## src/common/fb_pkg.sv

```systemverilog
// ##########################################################
// 640x480 60 Hz timing with a 160x120 4-bit indexed framebuffer
// syncs are active low; coordinates start at the active area
// pipeline latency from coordinates to colour is fixed at 3
// ##########################################################

package fb_pkg;

    // horizontal timing in pixels
    localparam int H_ACTIVE = 640;
    localparam int H_FP     = 16;   // front porch
    localparam int H_SYNC   = 96;
    localparam int H_BP     = 48;   // back porch
    localparam int H_TOTAL  = H_ACTIVE + H_FP + H_SYNC + H_BP;  // 800

    // vertical timing in lines
    localparam int V_ACTIVE = 480;
    localparam int V_FP     = 10;
    localparam int V_SYNC   = 2;
    localparam int V_BP     = 33;
    localparam int V_TOTAL  = V_ACTIVE + V_FP + V_SYNC + V_BP;  // 525

    // framebuffer geometry
    localparam int FB_WIDTH  = 160;
    localparam int FB_HEIGHT = 120;
    localparam int FB_PIXELS = FB_WIDTH * FB_HEIGHT;  // 19200
    localparam int FB_ADDRW  = $clog2(FB_PIXELS);     // 15 bits

    // coordinates to output pixel: addr reg, bram, clut
    localparam int PIPE_LAT = 3;

    // colour widths
    localparam int CHANW = 4;  // bits per channel
    localparam int CIDXW = 4;  // palette index, 16 colours

    typedef logic [9:0]          coord_t;    // screen x or y
    typedef logic [FB_ADDRW-1:0] fb_addr_t;  // framebuffer address
    typedef logic [CIDXW-1:0]    cidx_t;     // colour index
    typedef logic [CHANW-1:0]    chan_t;     // one colour channel

    // 12-bit rgb, red in the top nibble
    typedef struct packed {
        chan_t red;
        chan_t green;
        chan_t blue;
    } colr_t;

    // display control bundle
    typedef struct packed {
        logic hsync;  // active low
        logic vsync;  // active low
        logic de;     // active video
        logic frame;  // one cycle at (0,0)
    } disp_sync_t;

    // idle bundle, syncs inactive
    localparam disp_sync_t SYNC_IDLE = '{
        hsync: 1'b1,
        vsync: 1'b1,
        de:    1'b0,
        frame: 1'b0
    };

endpackage

```

## src/framebuffer/fb_scan.sv

```systemverilog
// ##########################################################
// raster read address for the 160x120 area at top left
// address is valid one cycle after its coordinate
// area flag leaves 2 cycles late, sync bundle 3 cycles late
// ##########################################################

`timescale 1ns/1ps

module fb_scan (
    input  logic               clk_pix,
    input  logic               rst,
    input  fb_pkg::coord_t     sx,
    input  fb_pkg::coord_t     sy,
    input  fb_pkg::disp_sync_t sync_in,
    output fb_pkg::fb_addr_t   fb_addr_read,
    output logic               paint_area,
    output fb_pkg::disp_sync_t sync_out
);

    logic                        area;    // current pixel inside framebuffer
    logic [fb_pkg::PIPE_LAT-2:0] area_q;  // matches addr + bram latency
    fb_pkg::disp_sync_t          sync_q [fb_pkg::PIPE_LAT];

    // de qualifies the area so blanking never paints
    always_comb begin
        area = sync_in.de &&
               (sx < fb_pkg::coord_t'(fb_pkg::FB_WIDTH)) &&
               (sy < fb_pkg::coord_t'(fb_pkg::FB_HEIGHT));
    end

    // address tracks the index of the last in-area pixel
    always_ff @(posedge clk_pix) begin
        if (rst) begin
            fb_addr_read <= '0;
        end else if (sync_in.frame) begin
            fb_addr_read <= '0;  // pixel 0 of the image
        end else if (area) begin
            fb_addr_read <= fb_addr_read + 1'b1;
        end
    end

    // delay lines for area flag and sync bundle
    always_ff @(posedge clk_pix) begin
        if (rst) begin
            area_q <= '0;
            for (int i = 0; i < fb_pkg::PIPE_LAT; i++) begin
                sync_q[i] <= fb_pkg::SYNC_IDLE;
            end
        end else begin
            area_q <= {area_q[fb_pkg::PIPE_LAT-3:0], area};
            sync_q[0] <= sync_in;
            for (int i = 1; i < fb_pkg::PIPE_LAT; i++) begin
                sync_q[i] <= sync_q[i-1];
            end
        end
    end

    assign paint_area = area_q[fb_pkg::PIPE_LAT-2];  // meets bram data
    assign sync_out   = sync_q[fb_pkg::PIPE_LAT-1];  // meets clut output

    // in-area reads never run past the end of the image
    a_addr_in_range : assert property (
        @(posedge clk_pix) disable iff (rst)
        area_q[0] |-> (fb_addr_read < fb_pkg::fb_addr_t'(fb_pkg::FB_PIXELS))
    );

endmodule

```

## config.mk

```make
export PLATFORM = sky130hd
export DESIGN_NAME = fb_scan
export DESIGN_NICKNAME = d
export VERILOG_FILES = /design/src/common/fb_pkg.sv /design/src/framebuffer/fb_scan.sv
export SDC_FILE = /design/constraint.sdc
export NUM_CORES = 1
export LEC_CHECK = 0
export CAP_MARGIN = 20
export CORE_MARGIN = 10
export CORE_UTILIZATION = 53
export DETAILED_ROUTE_END_ITERATION = 6
export DONT_BUFFER_PORTS = 1
export PLACE_DENSITY = 0.7
export RECOVER_POWER = 25
export SLEW_MARGIN = 0
export SYNTH_ARGS = -nofsm -noshare
export SYNTH_HDL_FRONTEND = slang
export SYNTH_SLANG_ARGS = --single-unit
```

## constraint.sdc

```tcl
create_clock -name clk_pix -period 1.4 [get_ports clk_pix]
set_input_delay 0.14 -clock clk_pix [delete_from_list [all_inputs] [get_ports clk_pix]]
set_output_delay 0.14 -clock clk_pix [all_outputs]
set_load 0.02 [all_outputs]
```

==> results of run 1 <==
[per-stage QoR]
stage                     utilization  total power (W)  cell area [sq um]  std cells
final                          0.7606         0.001466               1523        173
after global routing           0.7606         0.001525               1523        173
after CTS                      0.7338         0.001480               1469        173
after detailed placement       0.6669        0.0008786               1335        160
after global placement         0.6669        0.0008776               1335        160
after floorplan                     -        0.0008806               1190        121
[how the worst min path moves through the flow]
| stage | startpoint | endpoint | slack (ns) | depth (start not counted) |
|---|---|---|---|---|
| finish | sy[7] | area_q[0]$_SDFF_PP0_ | 0.07 | 4 |
| global route | sy[7] | area_q[0]$_SDFF_PP0_ | 0.11 | 4 |
| CTS | sy[7] | area_q[0]$_SDFF_PP0_ | 0.06 | 4 |
| detailed placement | rst | sync_q[0][1]$_SDFF_PP0_ | 0.21 | 1 |
| global placement | rst | area_q[1]$_SDFF_PP0_ | 0.21 | 1 |
| floorplan | rst | area_q[1]$_SDFF_PP0_ | 0.21 | 1 |
[per-layer routing]
metal / vias up / global-route usage / wire (um)
met1: 442 / 0.1571 / 1196
li1: 484 / - / -
met4: 0 / 0.05497 / 45
met3: 7 / 0.08136 / 324
met5: - / 0 / 0
met2: 42 / 0.1950 / 1257
[cells by family (layout without fill, tap and decap cells)]
| kind of cell | after synthesis | after routing | synth area share |
|---|---|---|---|
| muxes | 1 | 1 | 0.008830 |
| and+or+nand+nor | 51 | 51 | 0.2748 |
| buffers and inverters | 11 | 36 | 0.05077 |
| adders and majority gates | 1 | 1 | 0.01104 |
| DFF | 29 | 29 | 0.5121 |
| xor gates and xnor gates | 1 | 1 | 0.007728 |
| AOI/OAI and AO/OA | 27 | 27 | 0.1347 |
[sequential cells by signal, indices dropped and copies added, names as in the netlist]
name,flops
area_q,2
fb_addr_read,15
sync_q,12
[worst reg2reg max path, delay by kind of cell, from the launching register on]
| family | cells | cell delay (ns) |
|---|---|---|
| simple gates | 3 | 0.84 |
| flops | 1 | 0.39 |
| compound gates | 1 | 0.13 |
[power breakdown]
| group | internal (W) | switching, W |
|---|---|---|
| sequential | 0.000824 | 0.00000721 |
| clock | 0.000302 | 0.000290 |
| combinational | 0.0000221 | 0.0000200 |
| total | 0.00115 | 0.000317 |
[timing repair]
action / in CTS / in global routing
pin swaps: 4 / 4
endpoints found under the hold margin: 14 / 0
hold buffers: 5 / 0
gates resized for setup: 3 / 12
setup endpoints to repair: 4 / 9
[layout make-up]
type / count / area share
clock buffers: 7 / 0.04355
multi-input cells: 81 / 0.3854
clock inverters: 1 / 0.003287
repair buffers: 27 / 0.1413
well taps: 27 / 0.02219
flip-flops and latches: 29 / 0.4018
inverters: 1 / 0.002465
[cells in the final DEF (no fill, tap or decap)]
cell type | netlist | routed
buf_4 | 4 | 22
dfxtp_1 | 29 | 18
a21oi_1 | 13 | 9
o21ai_0 | 7 | 7
or2_2 | 7 | 7
nor2b_1 | 7 | 7
dfxtp_4 | 0 | 7
or3_1 | 6 | 6
o31ai_1 | 7 | 5
clkbuf_4 | 0 | 5
dlygate4sd3_1 | 0 | 5
nor2_1 | 4 | 4
nand4_1 | 4 | 4
or4_1 | 7 | 4
a21oi_2 | 0 | 4
nand3_1 | 8 | 4
dfxtp_2 | 0 | 4
nand3_2 | 0 | 3
or4_4 | 0 | 3
and3_4 | 0 | 2
nand2_1 | 3 | 2
o31ai_2 | 0 | 2
inv_1 | 1 | 1
nor4b_2 | 1 | 1
mux2i_1 | 1 | 1
xor2_1 | 1 | 1
and4_4 | 0 | 1
and3_1 | 3 | 1
nand3_4 | 0 | 1
nand2_2 | 0 | 1
ha_4 | 0 | 1
clkbuf_1 | 5 | 1
clkbuf_16 | 0 | 1
clkinv_2 | 0 | 1
[synthesized netlist by cell type]
cell / n
o21ai_0: 7
xor2_1: 1
nand2_1: 3
dfxtp_1: 29
nand3_1: 8
or2_2: 7
or3_1: 6
o31ai_1: 7
nor4b_2: 1
or4_1: 7
inv_1: 1
nor2b_1: 7
and3_1: 3
and4_1: 1
mux2i_1: 1
a21oi_1: 13
buf_2: 1
clkbuf_1: 5
ha_1: 1
nor2_1: 4
buf_4: 4
nand4_1: 4
==> results.yml, run 1 <==
worst_setup_path:
  crit_path_start_kind: "flop"
  crit_path_end_kind: "flop"
  worstSetupPathType: "reg -> reg"
  crit_path_end: "fb_addr_read[13]$_SDFFE_PP0P_"
  r2r-end: "fb_addr_read[13]$_SDFFE_PP0P_"
  critical_path_cell_count: 4
  slowest_delay_ns: 0.50
  critPathLaunch: "fb_addr_read[2]$_SDFFE_PP0P_"
  cp.arrival_ns: 1.69
  crit_family: "simple AND/OR/NAND/NOR gates"
  r2r-start: "fb_addr_read[2]$_SDFFE_PP0P_"
  path_buf_inv: 0
  path_cells: "and3_4 -> nand3_2 -> or4_1 -> a21oi_1"
  worst_path_max_delay_cell: "or4_1"
  rrSetupSlack_ns: -0.02
  critPathMaxFanout: 7
  cp_data_required_time_ns: 1.66
  r2r_cells: 4
floorplan:
  die_w_um: 66.25
  start_util: 0.5662
  num_rows: 16
  io_pins: 46
  die_h_um: 66.25
  die_area_sq_um: 4388
  core_sq_um: 2002
sta:
  setup_viol: 3
  final.setup.tns_ns: -0.05437
  whs_ns: 0.07260
  max_freq_mhz: 703.1
  final_max_slew_viol_count: 0
  finalHoldViolCount: 0
  skew_ns: 0.003917
  relSlewSlack: 0.7311
  worstMarginPinSlew_ns: 0.4021
  timing.final.ws_setup_ns: -0.02221
  rsz0062_at_grt: "true"
  period_minus_slack_ns: 1.422
  fin_crit_sh: 1.016
cts:
  cts_sinks: 29
  cts-root-buf: "clkbuf_4"
  postCtsSetupRepairBufs: 0
  cts_tree: "yes"
  cts_inserted_buffers: 5
  h-tree-depth: 2
  clock_path_buffers: 2
  path_clk_slew_ns: 0.09
  insertion_delay_ns: 0.33
drt:
  firstDrtPassIters: 4
  wire_per_inst_um: 16.32
  wirelength_mm: 2.824
  vias: 975
  drtIter0Drc: 24
  ant_nets: 0
  vias_per_cell: 5.636
  route.detailed.drc: 0
global_route:
  grt_max_degree: 22
  grt_pass1_wl_mm: 4.623
  first_global_vias: 981
  antenna_found_initial: 0
  grt_overflow: 0
  gr-usage-all-layers: 0.1350
finish:
  syn_to_final_growth_pct: 34.33
  n_fill_cell: 152
  multi_input_area_sq_um: 586.8
  drive_gt1_frac: 0.4521
  fin_nets: 172
  diodes: 0
  ff_latch_area_sq_um: 611.8
synth:
  ys_ff_latch: 29
  syn-num-nets: 148
  ys_top_cells_by_area: "dfxtp_1 51%, a21oi_1 5.7%, o31ai_1 4.6%"
  yosysUniqueCellTypes: 22
  syn-cell-area_sq_um: 1134
  synth.yosys.seq_area_share: 0.5121
  postSynthCellCount: 121
  syn_avg_cell_area_sq_um: 9.368
  synth_top_area_frac: 0.5121
  yosys_warnings: 0
  synth_top_cell_by_area: "dfxtp_1"
flow_run:
  cap_violations: 0
placement:
  dpl_worst_slack_ns: -0.1347
  globalplace.congestion: 0.7260
  dp.final_hpwl_mm: 1.971
  port_buffers: 0
power_and_ir_drop:
  p_per_area_nw_per_um2: 962.4
  total_leakage_power_nw: 0.5246
  ir_worst_vdd_v: 0.0007403
outcome:
  status: "finished with violations"
  violations: "setup timing"
hold_path:
  min_path_type: "in -> reg"
No activity file was read; power rests on OpenSTA's default activity.
==> inputs of run 2 (changes only) <==
--- a/config.mk
+++ b/config.mk
@@ -6,7 +6,7 @@
 export NUM_CORES = 1
 export LEC_CHECK = 0
 export CAP_MARGIN = 20
-export CORE_MARGIN = 10
+export CORE_MARGIN = 3
 export CORE_UTILIZATION = 53
 export DETAILED_ROUTE_END_ITERATION = 6
 export DONT_BUFFER_PORTS = 1
==> run 2 against run 1 <==
The run still ends with setup timing left; die area down 38%; non-clock buffer count is 12 higher; clock power rose by 15%; combinational power up 16%; largest power group unchanged.
==> results.yml, run 2 (same netlist as run 1, synthesis figures left out) <==
outcome:
  status: "finished with violations"
  violations: "setup timing"
worst_setup_path:
  cp_data_required_time_ns: 1.66
  critPathMaxFanout: 5
  crit_path_start_kind: "flop"
  worstSetupPathType: "reg -> reg"
  crit_family: "simple AND/OR/NAND/NOR gates"
  worst_path_max_delay_cell: "or4_1"
  crit_path_end_kind: "flop"
  path_cells: "ha_4 -> and3_4 -> nand2_4 -> or4_1 -> a21oi_1"
  cp.arrival_ns: 1.70
  slowest_delay_ns: 0.43
  rrSetupSlack_ns: -0.05
  path_buf_inv: 0
finish:
  fin_util: 0.8113
  largest_register_ffs: 15
  final_common_cell: "buf_4"
  final_cells: 185
  drive_gt1_frac: 0.4177
  regMostFlops: "fb_addr_read"
  fin_nets: 184
  largestRegisters: "fb_addr_read (15), sync_q (12), area_q (2)"
  diodes: 0
  syn_to_final_growth_pct: 43.27
  mostFrequentLayoutCells: "26 x buf_4, 18 x dfxtp_1, 13 x dlygate4sd3_1, 10 x a21oi_1"
drt:
  route.detailed.drc: 0
  vias: 1037
  firstDrtPassIters: 4
  ant_nets: 0
  wire_per_inst_um: 14.97
  wirelength_mm: 2.769
  vias_per_cell: 5.605
  drtIter0Drc: 12
cts:
  clock_path_buffers: 2
  cts_sinks: 29
  path_clk_slew_ns: 0.09
  cts_inserted_buffers: 5
  cts-root-buf: "clkbuf_4"
  cts_tree: "yes"
  h-tree-depth: 2
  insertion_delay_ns: 0.33
power_and_ir_drop:
  pwr-share-clk: 0.435
  combPwrFrac: 0.031
  p_seq_frac: 0.534
  total_leakage_power_nw: 0.6074
  switching_share: 0.2142
  ir_worst_vdd_v: 0.0007869
  switchingPower_w: 0.0003344
  p_per_area_nw_per_um2: 961.2
  intPower_w: 0.001227
sta:
  fin_crit_sh: 1.033
  final_max_slew_viol_count: 0
  setup_viol: 6
  finalHoldViolCount: 0
  rsz0062_at_grt: "true"
  timing.final.ws_setup_ns: -0.04593
  worstMarginPinSlew_ns: 0.3515
  max_freq_mhz: 691.6
  relSlewSlack: 0.7657
  period_minus_slack_ns: 1.446
  skew_ns: 0.006508
  final.setup.tns_ns: -0.1631
global_route:
  first_global_vias: 1023
  antenna_found_initial: 0
  grt_pass1_wl_mm: 4.402
  grt_max_degree: 20
  grt_overflow: 0
  gr-usage-all-layers: 0.2270
floorplan:
  die_area_sq_um: 2730
  io_pins: 46
  core_sq_um: 2002
  num_rows: 16
  die_w_um: 52.25
  die_h_um: 52.25
  start_util: 0.5662
flow_run:
  cap_violations: 0
placement:
  port_buffers: 0
  place_inst: 161
  dp.final_hpwl_mm: 1.634
  globalplace.congestion: 0.7257
hold_path:
  min_path_type: "in -> reg"
-- run 2: worst paths after layout --
kind,startpoint,to,cells after the start
worst max-delay path,fb_addr_read[1]$_SDFFE_PP0P_,fb_addr_read[8]$_SDFFE_PP0P_,5
worst max register to register,fb_addr_read[1]$_SDFFE_PP0P_,fb_addr_read[8]$_SDFFE_PP0P_,5
worst min register to register,sync_q[0][2]$_SDFF_PP1_,sync_q[0][6]$_SDFF_PP1_,1
worst min-delay path,sync_in[0],fb_addr_read[14]$_SDFFE_PP0P_,2
-- run 2: through the flow --
step	instance area (sq um)	total power, W	hold slack [ns]	setup slack (ns)
floorplan	1190	0.0008806	0.2116	0.0005583
global placement	1343	0.0008777	0.2139	-0.06599
detailed placement	1343	0.0008789	0.2147	-0.1420
CTS	1594	0.001560	0.1973	-0.02634
global route	1624	0.001618	0.2096	-0.1054
finish	1624	0.001561	0.2119	-0.04593
-- run 2: layer usage --
layer  up-vias  part of all wire  GRT usage  routed length [um]
li1        509                 -          -                   -
met1       478              0.42     0.2540                1172
met2        45              0.49     0.3828                1343
met5         -                 0          0                   0
met3         5             0.074    0.09117                 205
met4         0             0.017    0.08936                  47
-- run 2: what timing repair did --
action	CTS	global route
endpoints found under the setup margin	5	8
pin swaps	6	1
gates resized for setup	6	5
hold buffers	13	0
hold endpoints to repair	14	0
buffers inserted	2	1
-- run 2: final cells by class --
| class | instances | area, sq um |
|---|---|---|
| sequential | 29 | 609.3 |
| multi-input combinational | 81 | 573.1 |
| fill | 145 | 377.9 |
| timing repair buffer | 39 | 325.3 |
| clock inverter | 3 | 41.29 |
| clock buffer | 5 | 37.54 |
| tap | 27 | 33.78 |
| inverter | 1 | 3.754 |
-- run 2: power groups by stage --
| stage | logic (W) | clock network (W) | registers [W] |
|---|---|---|---|
| global placement | 0.0000252 | 0 | 0.000852 |
| detailed placement | 0.0000260 | 0 | 0.000853 |
| floorplan | 0.0000327 | 0 | 0.000848 |
| finish | 0.0000488 | 0.000678 | 0.000834 |
| global route | 0.0000540 | 0.000729 | 0.000835 |
| CTS | 0.0000473 | 0.000679 | 0.000833 |
