**src/common/fb_pkg.sv**
```systemverilog
// ##########################################################
// 640x480 60 Hz timing with a 160x120 4-bit indexed framebuffer
// syncs are active low; coordinates start at the active area
// pipeline latency from coordinates to colour is fixed at 3
// ##########################################################

package fb_pkg;

    // horizontal timing in pixels
    localparam int H_ACTIVE = 640;
    localparam int H_FP     = 16;   // front porch
    localparam int H_SYNC   = 96;
    localparam int H_BP     = 48;   // back porch
    localparam int H_TOTAL  = H_ACTIVE + H_FP + H_SYNC + H_BP;  // 800

    // vertical timing in lines
    localparam int V_ACTIVE = 480;
    localparam int V_FP     = 10;
    localparam int V_SYNC   = 2;
    localparam int V_BP     = 33;
    localparam int V_TOTAL  = V_ACTIVE + V_FP + V_SYNC + V_BP;  // 525

    // framebuffer geometry
    localparam int FB_WIDTH  = 160;
    localparam int FB_HEIGHT = 120;
    localparam int FB_PIXELS = FB_WIDTH * FB_HEIGHT;  // 19200
    localparam int FB_ADDRW  = $clog2(FB_PIXELS);     // 15 bits

    // coordinates to output pixel: addr reg, bram, clut
    localparam int PIPE_LAT = 3;

    // colour widths
    localparam int CHANW = 4;  // bits per channel
    localparam int CIDXW = 4;  // palette index, 16 colours

    typedef logic [9:0]          coord_t;    // screen x or y
    typedef logic [FB_ADDRW-1:0] fb_addr_t;  // framebuffer address
    typedef logic [CIDXW-1:0]    cidx_t;     // colour index
    typedef logic [CHANW-1:0]    chan_t;     // one colour channel

    // 12-bit rgb, red in the top nibble
    typedef struct packed {
        chan_t red;
        chan_t green;
        chan_t blue;
    } colr_t;

    // display control bundle
    typedef struct packed {
        logic hsync;  // active low
        logic vsync;  // active low
        logic de;     // active video
        logic frame;  // one cycle at (0,0)
    } disp_sync_t;

    // idle bundle, syncs inactive
    localparam disp_sync_t SYNC_IDLE = '{
        hsync: 1'b1,
        vsync: 1'b1,
        de:    1'b0,
        frame: 1'b0
    };

endpackage

```
**src/rtl/clut.sv**
```systemverilog
// ##########################################################
// 16-entry writable palette, registered lookup
// output is black outside the painting area and during reset
// palette contents are undefined until written
// ##########################################################

`timescale 1ns/1ps

module clut (
    input  logic          clk_pix,
    input  logic          rst,
    input  logic          we,
    input  fb_pkg::cidx_t cidx_write,
    input  fb_pkg::colr_t colr_in,
    input  fb_pkg::cidx_t cidx_read,
    input  logic          paint_area,
    output fb_pkg::colr_t colr_out
);

    // one rgb entry per colour index
    fb_pkg::colr_t pal [2**fb_pkg::CIDXW];

    // palette write port
    always_ff @(posedge clk_pix) begin
        if (we) begin
            pal[cidx_write] <= colr_in;
        end
    end

    // lookup with blanking, one cycle latency
    always_ff @(posedge clk_pix) begin
        if (rst) begin
            colr_out <= '0;
        end else if (paint_area) begin
            colr_out <= pal[cidx_read];
        end else begin
            colr_out <= '0;  // border and blanking are black
        end
    end

endmodule

```
**config.mk**
```make
export PLATFORM = sky130hd
export DESIGN_NAME = clut
export DESIGN_NICKNAME = d
export VERILOG_FILES = /design/src/common/fb_pkg.sv /design/src/rtl/clut.sv
export SDC_FILE = /design/constraint.sdc
export NUM_CORES = 1
export LEC_CHECK = 0
export ABC_AREA = 1
export BUFFER_PORTS_ARGS = -buffer_cell sky130_fd_sc_hd__buf_4
export CORE_ASPECT_RATIO = 0.8
export CORE_MARGIN = 3
export CORE_UTILIZATION = 24
export CTS_CLUSTER_DIAMETER = 200
export DETAILED_ROUTE_END_ITERATION = 12
export PLACE_DENSITY_LB_ADDON = 0.1
export SLEW_MARGIN = 20
export SYNTH_ARGS = -nofsm -noshare
export SYNTH_HDL_FRONTEND = slang
export SYNTH_SLANG_ARGS = --single-unit
```
**constraint.sdc**
```tcl
create_clock -name clk_pix -period 3.02 [get_ports clk_pix]
set_input_delay 0.302 -clock clk_pix [delete_from_list [all_inputs] [get_ports clk_pix]]
set_output_delay 0.302 -clock clk_pix [all_outputs]
set_load 0.005 [all_outputs]
```
==> impl_metrics.ini, run 1 <==
[die]
core_um2 = 34160
die_w_um = 216.0
dieArea_um2 = 37570
io_pins = 36
die_h_um = 174.0
rows = 60
initial_core_util = 0.2478

[clocking]
htreeDepth = 1
clk_latency_ps = 490
cts_max_path_buffers = 3
cts_tree = done
cts_sinks = 204
numCtsBuffers = 23
cts_setup_buffers = 0
clk_pin_slew_ps = 60
ctsResizeCount = 0
cts_hold_buf = 0
root_buffer = clkbuf_16

[critical_path]
cp-startpoint = cidx_read[2]
r2r.worst_path.cells = 6
crit_type = in2reg
r2r-start = pal[3][9]$_DFFE_PP_
critPathSlowestCell = inv_1
cp_num_buf_inv = 3
worstSetupStartpointType = input pin
critPathArrivalTime_ps = 1740
crit_path_end = colr_out[9]$_SDFF_PP0_
end_kind = flop
crit_path_cell_trace = buf_4 > inv_1 > buf_4 > nand3_1 > nand3_1 > a21oi_1
crit_fanout = 12
reg2reg_to = colr_out[9]$_SDFF_PP0_
crit_required_ps = 3360
worst-path-stages = 6
crit_family = buffers and inverters
r2r_slack_ps = 1890
crit_path_max_incr_delay_ps = 580

[synthesis]
avgSynthCellArea_um2 = 10.69
yosysUniqueCellTypes = 14
synth_area_um2 = 8463
ys_ff_latch = 204
syn_nets = 816
synthCells = 792
seq_area_frac_synth = 0.7096
yosysWarnings = 0

[timing]
finClkSkew_ps = 7.441
finalCritPeriodShare = 0.4631
relSlewSlack = 0.4582
max_freq_mhz = 715.0
hold_viol = 0
worstMarginPinSlew_ps = 811.8
period_minus_slack_ps = 1399
slew_viol_final = 0
rsz0062_at_grt = false
tns_ps = 0
whs_ps = 126.5
setup_viol = 0

[place]
port_buffers = 35
dp_hpwl_um = 15300
gp_congestion = 0.7099

[min_path]
worstHoldPathCells = 1
hold_class = in2reg

[global_routing]
grt_pass1_wl_um = 37340
grt_pass1_vias = 5290
globalRouteTotalUtil = 0.1332
grt_antenna_before_repair = 0
grt_overflow = 0
grt_max_degree = 97

[drt]
viasPerCell = 4.115
antenna_left = 0
routedWlPerCell_um = 19.05
vias = 5448
first_pass_iters = 5
drt-total-wl_um = 25220
drc_errors = 0
drt-initial-drc-count = 327

[outcome]
status = completed

[layout]
num_antenna_cells = 0
area_growth_pct = 18.54
fillers = 3582
multiInputGateArea_um2 = 1848
finalNetCount = 867
drive_gt1_frac = 0.1118
regArea_um2 = 6006

[power]
pwr_density_cell_nw_per_um2 = 620.4
p_leak_nw = 4.091
peakVddDrop_mv = 0.3444

[job]
maxCapViolations = 0
## worst min-delay path by stage
stage	to	from	slack [ps]
floorplan	pal[0][0]$_DFFE_PP_	colr_in[0]	400
global placement	pal[7][6]$_DFFE_PP_	colr_in[6]	640
detailed placement	pal[7][10]$_DFFE_PP_	colr_in[10]	650
CTS	pal[7][10]$_DFFE_PP_	colr_in[10]	120
global route	pal[15][10]$_DFFE_PP_	colr_in[10]	130
finish	pal[7][10]$_DFFE_PP_	colr_in[10]	130
## cell usage in the layout (no fill, tap or decap)
master / n
a21oi_1: 12
buf_12: 1
buf_4: 64
bufinv_16: 2
clkbuf_1: 7
clkbuf_16: 23
clkbuf_8: 1
clkinv_1: 5
clkinv_2: 3
dfxtp_1: 12
edfxtp_1: 192
inv_1: 101
inv_2: 2
nand2_1: 294
nand3_1: 121
nand3b_1: 2
nor2_1: 17
## area by class of cell
class,count,area share
clock inverters,10,0.009354
inverters,103,0.03854
clock buffers,31,0.06136
flip-flops and latches,204,0.5987
multi-input cells,446,0.1842
well taps,465,0.05799
repair buffers,65,0.04989
## metal layers
layer / wire length [µm] / track usage / up-vias
met2: 11060 / 0.2026 / 106
met5: 0 / 0 / -
met3: 1273 / 0.01975 / 27
met4: 406 / 0.02379 / 0
li1: - / - / 2692
met1: 12480 / 0.2033 / 2623
## registers in the layout (all words and copies together) (netlist names)
signal and flops:
colr_out 12, pal 192
## metrics by stage
stage	instance area [µm²]	power, mW	setup WS [ps]	instances	utilization
after global placement	9323	3.641	1216	1283	0.2729
after global routing	10030	6.477	1583	1324	0.2937
after floorplan	8463	3.440	1592	792	-
final	10030	6.224	1621	1324	0.2937
after detailed placement	9323	3.638	1177	1283	0.2729
after CTS	10030	6.331	1620	1324	0.2937
## logic make-up after synthesis
kind of cell,share of synthesized area
simple gates,0.2113
flops,0.7096
buf+inv,0.07200
compound gates,0.007097
## synthesized netlist by cell type
cell type / n / area, µm²
nor2_1: 17 / 63.81
edfxtp_1: 192 / 5766
buf_4: 2 / 15.01
inv_1: 102 / 382.9
dfxtp_1: 12 / 240.2
buf_1: 7 / 26.28
buf_2: 19 / 95.09
a21oi_1: 12 / 60.06
clkbuf_1: 5 / 18.77
nand2_1: 294 / 1104
nand3_1: 121 / 605.6
buf_6: 6 / 67.56
nand3b_1: 2 / 15.01
inv_2: 1 / 3.750
## where the power goes
part	internal, mW	leakage [nW]	switching [mW]
Combinational	0.115	1.91	0.281
Sequential	3.15	1.83	0.0177
Clock	1.59	0.347	1.07
Power figures use the tool's default switching activity.
==> run 2: changes to the inputs <==
==> constraint.sdc (replaced) <==
create_clock -name clk_pix -period 1.2 [get_ports clk_pix]
set_input_delay 0.12 -clock clk_pix [delete_from_list [all_inputs] [get_ports clk_pix]]
set_output_delay 0.12 -clock clk_pix [all_outputs]
set_load 0.005 [all_outputs]
==> run 2 against run 1 <==
Clock skew up 4.5 ps. Combinational power rose to 3.1 times the previous value. Largest power group unchanged. Sequential share of layout area decreased by 3.9 points. Critical path type is now reg2out. Die area did not move.
==> impl_metrics.ini, run 2 (synthesis gave the netlist of run 1 again) <==
[power]
total_power_mw = 15.95
p_leak_nw = 4.408
peakVddDrop_mv = 0.8925
pwr_density_cell_nw_per_um2 = 1485

[drt]
drt-total-wl_um = 26320
viasPerCell = 4.165
routedWlPerCell_um = 19.17
vias = 5718
drt-initial-drc-count = 440
antenna_left = 0
drc_errors = 0
first_pass_iters = 5

[critical_path]
crit_required_ps = 1080
cp-startpoint = colr_out[6]$_SDFF_PP0_
critPathArrivalTime_ps = 1030
worst-path-stages = 1
crit_fanout = 1
r2r_slack_ps = 120
end_kind = output pin
reg2reg_to = colr_out[3]$_SDFF_PP0_
crit_type = reg2out
worstSetupStartpointType = flop
crit_path_cell_trace = buf_4
cp_num_buf_inv = 1
crit_family = flip-flops
r2r.worst_path.cells = 6
crit_path_max_incr_delay_ps = 380
r2r-start = pal[5][3]$_DFFE_PP_
crit_path_end = colr_out[6]
critPathSlowestCell = dfxtp_2

[global_routing]
grt_pass1_vias = 5553
grt_max_degree = 33
grt_overflow = 0
grt_antenna_before_repair = 0
grt_pass1_wl_um = 38830
globalRouteTotalUtil = 0.1409

[clocking]
cts_tree = done
cts_max_path_buffers = 3
clk_latency_ps = 520
root_buffer = clkbuf_16
clk_pin_slew_ps = 60
numCtsBuffers = 23
cts_sinks = 204
htreeDepth = 1

[layout]
largest_register = pal
num_antenna_cells = 0
largest_reg_flops = 192
finalNetCount = 916
layout_commonest_cell = nand2_1
drive_gt1_frac = 0.1465
layout_common_cells = 294 x nand2_1, 192 x edfxtp_1, 120 x nand3_1, 101 x inv_1, 75 x buf_4
area_growth_pct = 26.94
fin_cells = 1373
largestRegisters = pal: 192 flops, colr_out: 12 flops
fillers = 3514

[timing]
worstMarginPinSlew_ps = 309.9
finalCritPeriodShare = 0.9574
finClkSkew_ps = 11.94
setup_viol = 0
rsz0062_at_grt = false
tns_ps = 0
period_minus_slack_ps = 1149
hold_viol = 0
slew_viol_final = 0
relSlewSlack = 0.7926
max_freq_mhz = 870.5
worst_slack_ps = 51.18
whs_ps = 67.29

[job]
maxCapViolations = 0

[die]
core_um2 = 34160
die_w_um = 216.0
initial_core_util = 0.2478
rows = 60
die_h_um = 174.0
dieArea_um2 = 37570
io_pins = 36

[place]
gp_congestion = 0.7028
dp.cells = 1319
post-place-ws_ps = -207.2
port_buffers = 35
dp_hpwl_um = 17010

[min_path]
worstHoldPathCells = 5
hold_class = in2reg

[outcome]
status = completed
==> run 2: cell count changes in the layout (fill, tap and decap cells not counted), sizes merged <==
cell / previous run / this run
bufinv: 2 / 1
clkinv: 8 / 4
dlygate4sd3: 0 / 13
clkbuf: 31 / 36
buf: 65 / 101
==> run 2: power by group <==
group / leakage, nW / internal (mW) / switching (mW)
Combinational: 2.24 / 0.453 / 0.756
Sequential: 1.83 / 7.94 / 0.0447
Clock: 0.340 / 3.93 / 2.83
==> run 2: worst min-delay path by stage <==
stage / from / end / slack (ps)
6_report: rst / colr_out[1]$_SDFF_PP0_ / 70
5_1_grt: rst / colr_out[9]$_SDFF_PP0_ / 70
3_5_place_dp: colr_in[7] / pal[4][7]$_DFFE_PP_ / 460
2_1_floorplan: colr_in[0] / pal[0][0]$_DFFE_PP_ / 220
3_3_place_gp: colr_in[7] / pal[4][7]$_DFFE_PP_ / 460
4_1_cts: rst / colr_out[1]$_SDFF_PP0_ / 50
==> run 2: what timing repair did <==
action                                 in CTS  in global routing
setup endpoints to repair                   1                  1
pin swaps                                   0                  0
gates cloned                                0                  0
buffers inserted                            0                  0
resized for setup                           1                  1
hold buffers                               13                  0
endpoints found under the hold margin     196                  0
==> run 2: through the flow <==
stage	area, µm²	utilization
2_1_floorplan	8463	-
3_3_place_gp	9906	0.2900
4_1_cts	10740	0.3144
6_report	10740	0.3145
3_5_place_dp	9906	0.2900
5_1_grt	10740	0.3145
==> run 2: cell type report <==
cell class	instances	area, µm²	share of cell area
Tap cell	465	581.8	0.05416
Sequential cell	204	6007	0.5592
Multi-Input combinational cell	446	1853	0.1725
Clock buffer	36	654.4	0.06091
Timing Repair Buffer	114	1214	0.1130
Inverter	103	386.6	0.03599
Clock inverter	5	46.29	0.004309
==> run 2: layer usage <==
metal | wire length [µm] | GRT usage | share of wire | up-vias
met5 | 0 | 0 | 0 | -
li1 | - | - | - | 2801
met1 | 13570 | 0.2182 | 0.52 | 2781
met2 | 11380 | 0.2097 | 0.43 | 107
met3 | 970 | 0.02220 | 0.037 | 29
met4 | 402 | 0.02461 | 0.015 | 0
==> run 3: changes to the inputs <==
==> constraint.sdc (replaced) <==
create_clock -name clk_pix -period 1.2 [get_ports clk_pix]
set_input_delay 0 -clock clk_pix [delete_from_list [all_inputs] [get_ports clk_pix]]
set_output_delay 0 -clock clk_pix [all_outputs]
set_load 0.005 [all_outputs]
==> run 3 against run 2 <==
Total power fell by 0.82%. Non-clock buffer count is 4 lower. Core utilization down 0.20 points. Hold slack gained 16 ps. Via count fell by 1.2%. Register-to-register slack got worse by 30 ps. Setup slack improved by 12 ps. Final cell count is 0.51% lower. Combinational power hardly changed. Routed wire length grew 0.86%. Sequential share of layout area increased by 0.35 points.
==> impl_metrics.ini, run 3 (synthesis gave the netlist of run 1 again) <==
[outcome]
status = completed

[drt]
first_pass_iters = 6
viasPerCell = 4.136
antenna_left = 0
drc_errors = 0
vias = 5650
routedWlPerCell_um = 19.43
drt-total-wl_um = 26550
drt-initial-drc-count = 459

[timing]
hold_viol = 0
setup_viol = 0
slew_viol_final = 0
worstMarginPinSlew_ps = 374.6
finClkSkew_ps = 12.32
relSlewSlack = 0.7493
rsz0062_at_grt = false
finalCritPeriodShare = 0.9470
max_freq_mhz = 879.9
period_minus_slack_ps = 1136

[clocking]
cts_tree = done
clk_latency_ps = 510
cts_sinks = 204
cts_max_path_buffers = 3
cts_setup_buffers = 0
root_buffer = clkbuf_16
clk_pin_slew_ps = 60
htreeDepth = 1
numCtsBuffers = 22

[place]
port_buffers = 35
dp_hpwl_um = 16810
gp_congestion = 0.7649
dp.cells = 1313

[layout]
layout_common_cells = 294 x nand2_1, 192 x edfxtp_1, 121 x nand3_1, 101 x inv_1, 71 x buf_4
layout_commonest_cell = nand2_1
largest_register = pal
num_antenna_cells = 0
largestRegisters = pal: 192 flops, colr_out: 12 flops
area_growth_pct = 26.12
drive_gt1_frac = 0.1410
finalNetCount = 911
largest_reg_flops = 192
fin_cells = 1366

[power]
cell_internal_pwr_mw = 12.22
total_power_mw = 15.82
peakVddDrop_mv = 0.8449
p_switching_mw = 3.597
p_clk_frac = 0.420
p_sw_frac = 0.2274
seqPwrFrac = 0.505
p_comb_frac = 0.075
p_leak_nw = 4.375
pwr_density_cell_nw_per_um2 = 1482

[die]
die_w_um = 216.0
initial_core_util = 0.2478
io_pins = 36
die_h_um = 174.0
rows = 60
dieArea_um2 = 37570
core_um2 = 34160

[critical_path]
cp_num_buf_inv = 1
crit_required_ps = 1200
r2r_slack_ps = 90
crit_path_max_incr_delay_ps = 460
crit_path_cell_trace = buf_4
crit_type = reg2out
worstSetupStartpointType = flop
crit_fanout = 1
critPathSlowestCell = dfxtp_1
critPathArrivalTime_ps = 1140
end_kind = output pin
crit_family = flip-flops

[min_path]
hold_class = in2reg

[global_routing]
grt_overflow = 0
grt_max_degree = 44
globalRouteTotalUtil = 0.1417
grt_pass1_vias = 5555
grt_antenna_before_repair = 0
grt_pass1_wl_um = 39190

[job]
maxCapViolations = 0
run 3: changes by cell type in the layout (fill, tap and decap cells not counted), sizes merged:
cell         change
clkbuf           -2
buf              -6
dlygate4sd3      +2
clkinv           -1
run 3: routing by layer:
metal | wire (µm) | up-vias | GRT usage
li1 | - | 2782 | -
met1 | 13930 | 2716 | 0.2268
met2 | 10780 | 120 | 0.2025
met3 | 1255 | 32 | 0.01852
met4 | 578 | 0 | 0.03008
met5 | 0 | - | 0
run 3: area by class of cell:
cell class,instances,area [µm²]
well taps,465,581.8
repair buffers,110,1164
flip-flops and latches,204,6006
inverters,103,386.6
clock inverters,4,43.79
clock buffers,34,636.9
multi-input cells,446,1856
fillers,3544,23480
run 3: power groups by stage:
stage          logic, mW  registers [mW]  clock network, mW
6_report            1.19            7.98               6.65
5_1_grt             1.33            7.99               7.11
4_1_cts             1.22            7.98               6.87
3_5_place_dp        1.17            8.14                  0
3_3_place_gp        1.18            8.14                  0
2_1_floorplan      0.536            8.12                  0
run 3: path summary, 6_finish.rpt:
kind	start	to	cells past startpoint
setup / recovery	colr_out[1]$_SDFF_PP0_	colr_out[1]	1
hold reg to reg	pal[8][7]$_DFFE_PP_	colr_out[7]$_SDFF_PP0_	6
setup reg to reg	pal[2][9]$_DFFE_PP_	colr_out[9]$_SDFF_PP0_	6
hold / removal	cidx_read[2]	colr_out[5]$_SDFF_PP0_	5
run 3: what timing repair did:
item	4_1_cts	5_1_grt
endpoints found under the hold margin	203	0
hold buffers	15	0
endpoints found under the setup margin	0	2
resized for setup	0	2
run 3: metrics by stage:
stage	worst slack (ps)	area [µm²]	utilization	hold slack (ps)	setup TNS, ps
2_1_floorplan	73.70	8463	-	98.87	0
3_3_place_gp	-242.0	9836	0.2879	349.1	-766.7
3_5_place_dp	-230.6	9836	0.2879	347.6	-792.3
4_1_cts	51.50	10670	0.3123	54.60	0
5_1_grt	10.89	10670	0.3125	107.6	0
6_report	63.54	10670	0.3125	83.24	0
