<file path="src/common/fb_pkg.sv">
// ##########################################################
// 640x480 60 Hz timing with a 160x120 4-bit indexed framebuffer
// syncs are active low; coordinates start at the active area
// pipeline latency from coordinates to colour is fixed at 3
// ##########################################################

package fb_pkg;

    // horizontal timing in pixels
    localparam int H_ACTIVE = 640;
    localparam int H_FP     = 16;   // front porch
    localparam int H_SYNC   = 96;
    localparam int H_BP     = 48;   // back porch
    localparam int H_TOTAL  = H_ACTIVE + H_FP + H_SYNC + H_BP;  // 800

    // vertical timing in lines
    localparam int V_ACTIVE = 480;
    localparam int V_FP     = 10;
    localparam int V_SYNC   = 2;
    localparam int V_BP     = 33;
    localparam int V_TOTAL  = V_ACTIVE + V_FP + V_SYNC + V_BP;  // 525

    // framebuffer geometry
    localparam int FB_WIDTH  = 160;
    localparam int FB_HEIGHT = 120;
    localparam int FB_PIXELS = FB_WIDTH * FB_HEIGHT;  // 19200
    localparam int FB_ADDRW  = $clog2(FB_PIXELS);     // 15 bits

    // coordinates to output pixel: addr reg, bram, clut
    localparam int PIPE_LAT = 3;

    // colour widths
    localparam int CHANW = 4;  // bits per channel
    localparam int CIDXW = 4;  // palette index, 16 colours

    typedef logic [9:0]          coord_t;    // screen x or y
    typedef logic [FB_ADDRW-1:0] fb_addr_t;  // framebuffer address
    typedef logic [CIDXW-1:0]    cidx_t;     // colour index
    typedef logic [CHANW-1:0]    chan_t;     // one colour channel

    // 12-bit rgb, red in the top nibble
    typedef struct packed {
        chan_t red;
        chan_t green;
        chan_t blue;
    } colr_t;

    // display control bundle
    typedef struct packed {
        logic hsync;  // active low
        logic vsync;  // active low
        logic de;     // active video
        logic frame;  // one cycle at (0,0)
    } disp_sync_t;

    // idle bundle, syncs inactive
    localparam disp_sync_t SYNC_IDLE = '{
        hsync: 1'b1,
        vsync: 1'b1,
        de:    1'b0,
        frame: 1'b0
    };

endpackage

</file>
<file path="src/rtl/display_timing.sv">
// ##########################################################
// 480p raster counters, all outputs registered and aligned
// sync bundle is decoded from the next count so it matches sx/sy
// frame pulse after reset comes with the next full frame
// ##########################################################

`timescale 1ns/1ps

module display_timing (
    input  logic               clk_pix,
    input  logic               rst,
    output fb_pkg::coord_t     sx,
    output fb_pkg::coord_t     sy,
    output fb_pkg::disp_sync_t sync
);

    fb_pkg::coord_t nx;  // next horizontal count
    fb_pkg::coord_t ny;  // next vertical count
    logic           line_end;

    always_comb begin
        line_end = (sx == fb_pkg::coord_t'(fb_pkg::H_TOTAL - 1));
        nx = line_end ? '0 : sx + 10'd1;
        if (!line_end) begin
            ny = sy;  // still on the same line
        end else if (sy == fb_pkg::coord_t'(fb_pkg::V_TOTAL - 1)) begin
            ny = '0;  // wrap to top of frame
        end else begin
            ny = sy + 10'd1;
        end
    end

    always_ff @(posedge clk_pix) begin
        if (rst) begin
            sx   <= '0;
            sy   <= '0;
            sync <= fb_pkg::SYNC_IDLE;
        end else begin
            sx <= nx;
            sy <= ny;
            // hsync low over 656..751
            sync.hsync <= !(nx >= fb_pkg::coord_t'(fb_pkg::H_ACTIVE + fb_pkg::H_FP) &&
                nx < fb_pkg::coord_t'(fb_pkg::H_ACTIVE + fb_pkg::H_FP + fb_pkg::H_SYNC));
            // vsync low over lines 490..491
            sync.vsync <= !(ny >= fb_pkg::coord_t'(fb_pkg::V_ACTIVE + fb_pkg::V_FP) &&
                ny < fb_pkg::coord_t'(fb_pkg::V_ACTIVE + fb_pkg::V_FP + fb_pkg::V_SYNC));
            sync.de    <= (nx < fb_pkg::coord_t'(fb_pkg::H_ACTIVE)) &&
                          (ny < fb_pkg::coord_t'(fb_pkg::V_ACTIVE));
            sync.frame <= (nx == '0) && (ny == '0);  // first visible pixel
        end
    end

    // active video never overlaps either sync pulse
    a_de_outside_sync : assert property (
        @(posedge clk_pix) disable iff (rst)
        sync.de |-> (sync.hsync && sync.vsync)
    );

endmodule

</file>
<file path="config.mk">
export PLATFORM = sky130hd
export DESIGN_NAME = display_timing
export DESIGN_NICKNAME = d
export VERILOG_FILES = /design/src/common/fb_pkg.sv /design/src/rtl/display_timing.sv
export SDC_FILE = /design/constraint.sdc
export NUM_CORES = 1
export LEC_CHECK = 0
export BUFFER_PORTS_ARGS = -buffer_cell sky130_fd_sc_hd__buf_2
export CAP_MARGIN = 25
export CORE_UTILIZATION = 55
export CTS_BUF_LIST = sky130_fd_sc_hd__clkbuf_8
export DETAILED_ROUTE_END_ITERATION = 16
export GPL_TIMING_DRIVEN = 0
export PLACE_DENSITY = 0.79
export SYNTH_ARGS = -nofsm -noshare
export SYNTH_HDL_FRONTEND = slang
export SYNTH_SLANG_ARGS = --single-unit
</file>
<file path="constraint.sdc">
create_clock -name clk_pix -period 5.73 [get_ports clk_pix]
set_input_delay 0.573 -clock clk_pix [delete_from_list [all_inputs] [get_ports clk_pix]]
set_output_delay 0.573 -clock clk_pix [all_outputs]
set_load 0.01 [all_outputs]
</file>
==> results of run 1 <==
[kinds of logic after synthesis]
| logic type | synth area share [%] |
|---|---|
| mux | 2.07 |
| flops | 33.1 |
| simple gates | 36.3 |
| compound gates | 13.5 |
| buf+inv | 5.09 |
| xor+xnor | 7.25 |
| fa+ha+maj | 2.59 |
[synthesized netlist by cell type (2+ instances only)]
cell,number,share of area [%]
sky130_fd_sc_hd__nor2_1,27,7.0
sky130_fd_sc_hd__dfxtp_1,24,33
sky130_fd_sc_hd__nand2_1,16,4.1
sky130_fd_sc_hd__a21oi_1,13,4.5
sky130_fd_sc_hd__nor3_1,9,3.1
sky130_fd_sc_hd__nand3_1,7,2.4
sky130_fd_sc_hd__o21ai_0,7,2.4
sky130_fd_sc_hd__xnor2_1,7,4.2
sky130_fd_sc_hd__buf_2,5,1.7
sky130_fd_sc_hd__xor2_1,5,3.0
sky130_fd_sc_hd__clkbuf_1,4,1.0
sky130_fd_sc_hd__inv_1,4,1.0
sky130_fd_sc_hd__nand4_1,4,1.7
sky130_fd_sc_hd__nor4_1,4,1.7
sky130_fd_sc_hd__and3_1,3,1.3
sky130_fd_sc_hd__ha_1,3,2.6
sky130_fd_sc_hd__mux2i_1,3,2.1
sky130_fd_sc_hd__or3_1,3,1.3
sky130_fd_sc_hd__a21boi_0,2,1.0
sky130_fd_sc_hd__a31oi_1,2,0.86
sky130_fd_sc_hd__nand2b_1,2,0.86
sky130_fd_sc_hd__nand4b_1,2,1.2
sky130_fd_sc_hd__nor2b_1,2,0.86
sky130_fd_sc_hd__nor3_2,2,1.4
sky130_fd_sc_hd__nor4b_1,2,1.2
sky130_fd_sc_hd__o221ai_1,2,1.2
[per-stage QoR]
stage	power, uW	instance area [sq um]	hold WS [ns]	utilization (%)	std cells
6_report	308	1670	0.498	67.3	241
5_1_grt	319	1670	0.534	67.3	241
4_1_cts	311	1670	0.506	67.3	241
3_5_place_dp	193	1610	0.493	65.1	237
3_3_place_gp	192	1610	0.473	65.1	237
2_1_floorplan	187	1450	0.524	-	182
[state kept, by name, summed over array words and instances, names as in the netlist]
signal  cells
sx         10
sy         10
sync        4
[worst reg2reg max path: stages (launching register included)]
cell and delay, ns:
sky130_fd_sc_hd__dfxtp_1 0.38, sky130_fd_sc_hd__ha_1 0.25, sky130_fd_sc_hd__nand4_2 0.21, sky130_fd_sc_hd__nor3_2 0.54, sky130_fd_sc_hd__o21ai_0 0.23, sky130_fd_sc_hd__a211o_1 0.37, sky130_fd_sc_hd__a21oi_1 0.23, sky130_fd_sc_hd__nor4b_2 0.26
[path summary, 6_finish.rpt]
kind               startpoint            endpoint  slack (ns)  depth (start not counted)
max          sx[0]$_SDFF_PP0_  sync[0]$_SDFF_PP0_        3.15                          7
min          sx[0]$_SDFF_PP0_    sx[0]$_SDFF_PP0_        0.50                          1
max reg2reg  sx[0]$_SDFF_PP0_  sync[0]$_SDFF_PP0_        3.15                          7
min reg2reg  sx[0]$_SDFF_PP0_    sx[0]$_SDFF_PP0_        0.50                          1
[per-layer routing]
layer | part of all wire (%) | GRT usage (%) | vias up
met5 | 0 | 0 | -
met4 | 1.8 | 10.5 | 0
met3 | 5.7 | 4.31 | 7
met2 | 44 | 38.5 | 51
met1 | 48 | 36.0 | 643
li1 | - | - | 704
[report_power, final]
group          internal [uW]  switching, uW
clock                   61.5           56.8
sequential               170           2.39
combinational           6.75           10.9
[area by class of cell]
class                      instances  share of cell area, %
buffer                            11                   3.53
timing repair buffer              25                   7.50
tap                               30                   2.25
inverter                           4                  0.900
sequential                        24                   28.8
clock buffer                       4                   3.30
multi-input combinational        143                   53.7
==> reports/summary.md, run 1 <==
- **outcome** completed
- **PnR worst setup slack** 3.15 ns
- **Max IR drop VDD** 171 uV
- **post-route antenna net violation count** 0
- **Site Rows** 18
- **required time worst endpoint** 5.91 ns
- **type of the worst min-delay path** reg2reg
- **worst relative slew slack** 60.9%
- **placeable core region** 0.00248 sq mm
- **post_cts resized** 0
- **number of port buffers** 25
- **kind of capture point of the worst setup path** flop
- **Cell Chain, Critical Path** ha_1 > nand4_2 > nor3_2 > o21ai_0 > a211o_1 > a21oi_1 > nor4b_2
- **drt drc** 0
- **cell class contributing the biggest share of worst-path delay** simple AND/OR/NAND/NOR gates
- **die area** 0.00285 sq mm
- **Startpoint Class** flop
- **Cell Area, Synth** 0.00145 sq mm
- **root cell of the clock tree** sky130_fd_sc_hd__clkbuf_8
- **global-route usage over all layers** 25.8%
- **period utilization** 45.0%
- **number of nets in the synthesized netlist** 187
- **wire length after detailed routing** 3390 microns
- **prevailing post-synth register cell** sky130_fd_sc_hd__dfxtp_1
- **master of the slowest instance on the critical path** sky130_fd_sc_hd__nor3_2
- **TritonRoute pass-1 iters** 4
- **# hold bufs at CTS** 0
- **flop and latch count out of synthesis** 24
- **Max Fclk** 388 MHz
- **Total Nets Final** 217
- **largest net degree at the start of global routing** 14
- **Ys Warns** 0
- **Buffers & Inverters on Critical Path** 0
- **Tmin final** 2.58 ns
- **average cell area after synthesis** 7.97 sq um
- **critical path data arrival time** 2.76 ns
- **WL/cell** 14.1 microns
- **Die Width** 53.4 microns
- **diode insertion count for antenna repair** 0
- **critical path peak fanout** 9
- **H-tree levels** 1
- **share of flip-flops with an asynchronous set or reset after synthesis** 0%
- **top library cells by usage in the layout, fill and taps aside** 30 x sky130_fd_sc_hd__buf_2, 27 x sky130_fd_sc_hd__nor2_1, 24 x sky130_fd_sc_hd__dfxtp_1
- **area of combinational cells with multiple inputs** 896 sq um
- **vias per cell** 5.83
- **initial antenna violation count** 0
- **count of maximum capacitance violations** 0
- **number of pins with negative max-slew slack in the final report** 0
- **height of the chip** 53.4 microns
- **most frequent standard cell in the layout excluding fill and tap cells** sky130_fd_sc_hd__buf_2
- **share of cells above drive strength 1** 20.4%
- **IO Count** 26
- **slew at the pin with the worst max-slew slack** 0.583 ns
- **number of flops mapped to enable cells by yosys** 0
- **Hold Violations, Final** 0
- **worst-case setup slack after placement** 3.28 ns
- **total gr overflow** 0
- **Total Neg Setup Slack** 0 ns
- **setup bufs post-CTS** 0
- **Routability Congestion** 0.934
- **Post-Route Skew** 0.00182 ns
- **CTS tree** done
- **clock transition at the register clock pins on the worst setup and hold paths after CTS** 0.09 ns
- **largest stage delay on the critical path** 0.54 ns
- **leakage power total** 0.000703 uW
- **final-report setup violation count** 0
- **maximum number of buffers from clock root to sink** 2
- **synthesis-to-finish area growth** 15.0%
- **RSZ-0062 raised after global routing** no
- **clk_lat worst skew** 0.27 ns
- **post-synthesis cell count** 182
- **half-perimeter wire length after detailed placement** 2430 microns
- **number of DRC violations after detailed-routing iteration 0** 31
- **FF/Latch Area** 480 sq um
- **wire length of the first global-routing pass** 5190 microns
- **unique cell type count in the Yosys netlist** 44
- **number of inserted filler cells in the final layout** 220
- **vias in the first global route** 1151
- **initial standard-cell utilization of the core** 58.5%
- **total power divided by cell area** 185 mW/mm^2
- **sequential-to-total area share from yosys stat** 33.1%
- **type of the worst setup path** reg2reg
- **DR vias** 1405
- **clock buffer count from CTS** 3
- **CTS sink count** 24
Note: power is estimated with default switching activity, not from simulation.
==> run 2, diff against run 1 <==
==> constraint.sdc (replaced) <==
create_clock -name clk_pix -period 2.6 [get_ports clk_pix]
set_input_delay 0.26 -clock clk_pix [delete_from_list [all_inputs] [get_ports clk_pix]]
set_output_delay 0.26 -clock clk_pix [all_outputs]
set_load 0.01 [all_outputs]
==> reports/summary.md, run 2 (synthesis gave the netlist of run 1 again) <==
- **Max IR drop VDD** 375 uV
- **top library cells by usage in the layout, fill and taps aside** 30 x sky130_fd_sc_hd__buf_2, 27 x sky130_fd_sc_hd__nor2_1, 24 x sky130_fd_sc_hd__dfxtp_1
- **CTS sink count** 24
- **synthesis-to-finish area growth** 15.4%
- **Detail Route met3 WL** 264 microns
- **register-to-register setup slack** 0.20 ns
- **number of pins with negative max-slew slack in the final report** 0
- **drt drc** 0
- **TritonRoute pass-1 iters** 4
- **Min-Delay Endpoint** sync[1]$_SDFF_PP0_
- **count of maximum capacitance violations** 0
- **slew at the pin with the worst max-slew slack** 0.575 ns
- **RSZ-0062 raised after global routing** no
- **vias in the first global route** 1151
- **final-report setup violation count** 0
- **total power divided by cell area** 405 mW/mm^2
- **wire length after detailed routing** 3400 microns
- **placeable core region** 0.00248 sq mm
- **height of the chip** 53.4 microns
- **Post-Route Skew** 0.00138 ns
- **diode insertion count for antenna repair** 0
- **critical register-to-register path endpoint** sync[0]$_SDFF_PP0_
- **number of port buffers** 25
- **maximum number of buffers from clock root to sink** 2
- **RR Startpoint** sx[0]$_SDFF_PP0_
- **setup bufs post-CTS** 0
- **detailed-routed wire length on met2** 1510 microns
- **root cell of the clock tree** sky130_fd_sc_hd__clkbuf_8
- **initial standard-cell utilization of the core** 58.5%
- **required time worst endpoint** 2.78 ns
- **worst relative slew slack** 61.7%
- **Die Width** 53.4 microns
- **share of cells above drive strength 1** 20.4%
- **top layer used by detailed routing** met4
- **post-route antenna net violation count** 0
- **clk_lat worst skew** 0.27 ns
- **vias per cell** 5.87
- **period utilization** 92.5%
- **biggest regs** sx x10, sy x10, sync x4
- **Routability Congestion** 0.934
- **leakage power total** 0.000703 uW
- **H-tree levels** 1
- **Tmin final** 2.40 ns
- **IO Count** 26
- **kind of capture point of the worst setup path** flop
- **global-route usage over all layers** 25.8%
- **CTS tree** done
- **Hold Violations, Final** 0
- **number of DRC violations after detailed-routing iteration 0** 37
- **crit path launch** sx[0]$_SDFF_PP0_
- **minimum hold slack** 0.339 ns
- **die area** 0.00285 sq mm
- **half-perimeter wire length after detailed placement** 2430 microns
- **initial antenna violation count** 0
- **clock transition at the register clock pins on the worst setup and hold paths after CTS** 0.09 ns
- **total gr overflow** 0
- **final design utilization** 67.6%
- **number of cells on the worst reg-to-reg path** 8
- **type of the worst min-delay path** in2reg
- **outcome** completed
- **most frequent standard cell in the layout excluding fill and tap cells** sky130_fd_sc_hd__buf_2
- **WL/cell** 14.1 microns
- **critical path peak fanout** 10
- **Min-Delay Path Depth** 3
- **Max Fclk** 416 MHz
- **Total Nets Final** 217
- **type of the worst setup path** reg2reg
- **Startpoint Class** flop
- **Site Rows** 18
- **hold path start** rst
- **largest net degree at the start of global routing** 14
- **DR vias** 1414
- **clock buffer count from CTS** 3
- **Total Neg Setup Slack** 0 ns
- **wire length on met1** 1560 microns
- **wire length of the first global-routing pass** 5190 microns
- **critical path data arrival time** 2.58 ns
run 2: cell counts in the layout (fill, tap and decap cells not counted):
No cell type changed its count.
run 2: cell type report:
cell class                      count  area, sq um
Buffer                             11         58.8
Clock buffer                        4         55.1
Fill cell                         219          803
Inverter                            4         15.0
Multi-Input combinational cell    143          902
Sequential cell                    24          480
Tap cell                           30         37.5
Timing Repair Buffer               25          125
run 2: repair_timing:
action | in CTS | in global routing
hold buffers | 0 | 0
resized for setup | 0 | 1
endpoints found under the setup margin | 0 | 2
run 2: worst max-delay path, stage by stage (launching register included):
cell	delay, ns
sky130_fd_sc_hd__dfxtp_1	0.38
sky130_fd_sc_hd__ha_1	0.25
sky130_fd_sc_hd__nand4_2	0.23
sky130_fd_sc_hd__or3_1	0.41
sky130_fd_sc_hd__buf_6	0.16
sky130_fd_sc_hd__a2bb2oi_1	0.20
sky130_fd_sc_hd__and3_1	0.19
sky130_fd_sc_hd__nand4_1	0.16
sky130_fd_sc_hd__nor4b_2	0.33
run 2: through the flow:
step           worst slack (ns)  area (sq um)  std cells  power, uW
6_report                  0.196          1670        241        678
4_1_cts                   0.100          1670        241        685
3_5_place_dp              0.149          1610        237        425
3_3_place_gp              0.165          1610        237        424
5_1_grt                  0.0124          1670        241        703
2_1_floorplan             0.428          1450        182        411
run 2: worst max path at each step:
stage                         endpoint  slack [ns]
global placement    sync[0]$_SDFF_PP0_        0.16
detailed placement  sync[0]$_SDFF_PP0_        0.15
floorplan           sync[0]$_SDFF_PP0_        0.43
CTS                 sync[0]$_SDFF_PP0_        0.10
finish              sync[0]$_SDFF_PP0_        0.20
global route        sync[0]$_SDFF_PP0_        0.01
run 2: report_power, final:
group / switching, uW / internal [uW] / leakage [uW]
Sequential: 5.30 / 374 / 0.000194
Clock: 125 / 136 / 0.0000288
Combinational: 24.0 / 14.9 / 0.000480
run 2: layer usage:
metal  global-route usage [%]  vias to the layer above
met2                     38.5                       64
met3                     4.31                        7
met1                     36.0                      636
met5                        0                        -
met4                     10.5                        0
li1                         -                      707
==> run 3, diff against run 2 <==
--- a/config.mk
+++ b/config.mk
@@ -12,6 +12,7 @@
 export DETAILED_ROUTE_END_ITERATION = 16
 export GPL_TIMING_DRIVEN = 0
 export PLACE_DENSITY = 0.79
+export SLEW_MARGIN = 20
 export SYNTH_ARGS = -nofsm -noshare
 export SYNTH_HDL_FRONTEND = slang
 export SYNTH_SLANG_ARGS = --single-unit
==> constraint.sdc (replaced) <==
create_clock -name clk_pix -period 2.3 [get_ports clk_pix]
set_input_delay 0.23 -clock clk_pix [delete_from_list [all_inputs] [get_ports clk_pix]]
set_output_delay 0.23 -clock clk_pix [all_outputs]
set_load 0.01 [all_outputs]
==> reports/summary.md, run 3 (synthesis gave the netlist of run 1 again) <==
- **outcome** completed
- **Internal Power** 596 uW
- **kind of capture point of the worst setup path** flop
- **wire length after detailed routing** 3490 microns
- **critical path peak fanout** 10
- **clock share of power** 38.5%
- **final-report setup violation count** 0
- **number of cells on the worst reg-to-reg path** 7
- **RR Startpoint** sy[3]$_SDFF_PP0_
- **Max Fclk** 460 MHz
- **leakage power total** 0.000723 uW
- **initial standard-cell utilization of the core** 58.5%
- **Min-Delay Path Depth** 3
- **Routability Congestion** 0.934
- **root cell of the clock tree** sky130_fd_sc_hd__clkbuf_8
- **clock buffer count from CTS** 3
- **vias in the first global route** 1168
- **DR vias** 1415
- **minimum hold slack** 0.322 ns
- **vias per cell** 5.85
- **post-route antenna net violation count** 0
- **instance area after placement** 0.00161 sq mm
- **CTS sink count** 24
- **Die Width** 53.4 microns
- **largest stage delay on the critical path** 0.36 ns
- **largest net degree at the start of global routing** 14
- **Tmin final** 2.17 ns
- **most frequent standard cell in the layout excluding fill and tap cells** sky130_fd_sc_hd__buf_2
- **maximum number of buffers from clock root to sink** 2
- **proportion of total power due to net switching** 23.3%
- **wire length of the first global-routing pass** 5260 microns
- **total gr overflow** 0
- **crit path launch** sy[3]$_SDFF_PP0_
- **biggest regs** sx x10, sy x10, sync x4
- **slew at the pin with the worst max-slew slack** 0.547 ns
- **diode insertion count for antenna repair** 0
- **worst relative slew slack** 63.5%
- **WL/cell** 14.4 microns
- **total power divided by cell area** 443 mW/mm^2
- **H-tree levels** 1
- **number of port buffers** 25
- **clock transition at the register clock pins on the worst setup and hold paths after CTS** 0.09 ns
- **Cell Chain, Critical Path** buf_2 > nand3_1 > nor4_2 > o21ai_0 > a211o_1 > a21oi_2 > nor4b_4
- **power share of the sequential group** 55.4%
- **required time worst endpoint** 2.49 ns
- **Psw** 181 uW
- **TritonRoute pass-1 iters** 4
- **share of cells above drive strength 1** 25.5%
- **type of the worst min-delay path** in2reg
- **CTS tree** done
- **master of the slowest instance on the critical path** sky130_fd_sc_hd__dfxtp_1
- **number of DRC violations after detailed-routing iteration 0** 40
- **area of all placed cells without fillers** 0.00176 sq mm
- **synthesis-to-finish area growth** 21.1%
- **hold path start** rst
- **period utilization** 94.5%
- **top library cells by usage in the layout, fill and taps aside** 29 x sky130_fd_sc_hd__buf_2, 27 x sky130_fd_sc_hd__nor2_1, 21 x sky130_fd_sc_hd__dfxtp_1
- **critical path data arrival time** 2.37 ns
- **number of pins with negative max-slew slack in the final report** 0
- **Max IR drop VDD** 422 uV
- **Startpoint Class** flop
- **Total Nets Final** 218
- **type of the worst setup path** reg2reg
- **clk_lat worst skew** 0.27 ns
- **placeable core region** 0.00248 sq mm
- **Hold Violations, Final** 0
- **initial antenna violation count** 0
- **Post-Route Skew** 0.00188 ns
- **count of maximum capacitance violations** 0
- **drt drc** 0
- **Site Rows** 18
- **global-route usage over all layers** 26.1%
- **combinational group share of total power** 6.1%
- **half-perimeter wire length after detailed placement** 2430 microns
- **die area** 0.00285 sq mm
- **IO Count** 26
- **height of the chip** 53.4 microns
==> run 3: path summary, 6_finish.rpt <==
check                       endpoint  slack, ns
setup / recovery  sync[0]$_SDFF_PP0_       0.13
hold / removal    sync[1]$_SDFF_PP0_       0.32
setup reg to reg  sync[0]$_SDFF_PP0_       0.13
hold reg to reg     sx[0]$_SDFF_PP0_       0.47
==> run 3: power by group through the flow <==
stage          Sequential [uW]  Combinational (uW)  Clock [uW]
2_1_floorplan              441                23.8           0
3_3_place_gp               438                41.7           0
3_5_place_dp               438                42.5           0
4_1_cts                    429                44.3         302
5_1_grt                    432                52.0         317
6_report                   430                47.6         299
==> run 3: area by class of cell <==
| cell class | count | area [sq um] |
|---|---|---|
| multi-input cells | 143 | 967 |
| fillers | 202 | 722 |
| flip-flops and latches | 24 | 487 |
| repair buffers | 26 | 133 |
| plain buffers | 11 | 61.3 |
| clock buffers | 4 | 55.1 |
| well taps | 30 | 37.5 |
| inverters | 4 | 15.0 |
==> run 3: worst max-delay path: cells and delay by family (launching register included) <==
kind / cells / cell delay (ns)
DFF: 1 / 0.36
buffers and inverters: 1 / 0.23
AOI/OAI and AO/OA: 3 / 0.67
and+or+nand+nor: 3 / 0.83
==> run 3: stage by stage <==
step | power, uW | cells | setup TNS [ns] | utilization, % | worst slack [ns]
2_1_floorplan | 465 | 182 | 0 | - | 0.128
3_3_place_gp | 479 | 237 | -0.213 | 65.1 | -0.135
3_5_place_dp | 480 | 237 | -0.213 | 65.1 | -0.151
4_1_cts | 775 | 242 | 0 | 68.3 | 0.0131
5_1_grt | 801 | 242 | -0.00512 | 70.9 | -0.00512
6_report | 777 | 242 | 0 | 70.9 | 0.126
==> run 3: timing repair <==
item	4_1_cts	5_1_grt
resized for setup	3	14
setup endpoints to repair	2	3
hold buffers	0	0
buffers inserted	1	0
pin swaps	1	3
==> run 3: layer usage <==
metal,up-vias,track usage (%),wire (microns)
li1,716,-,-
met1,642,35.6,1630
met2,50,39.2,1570
met3,7,5.17,218
met4,0,11.4,62
met5,-,0,0
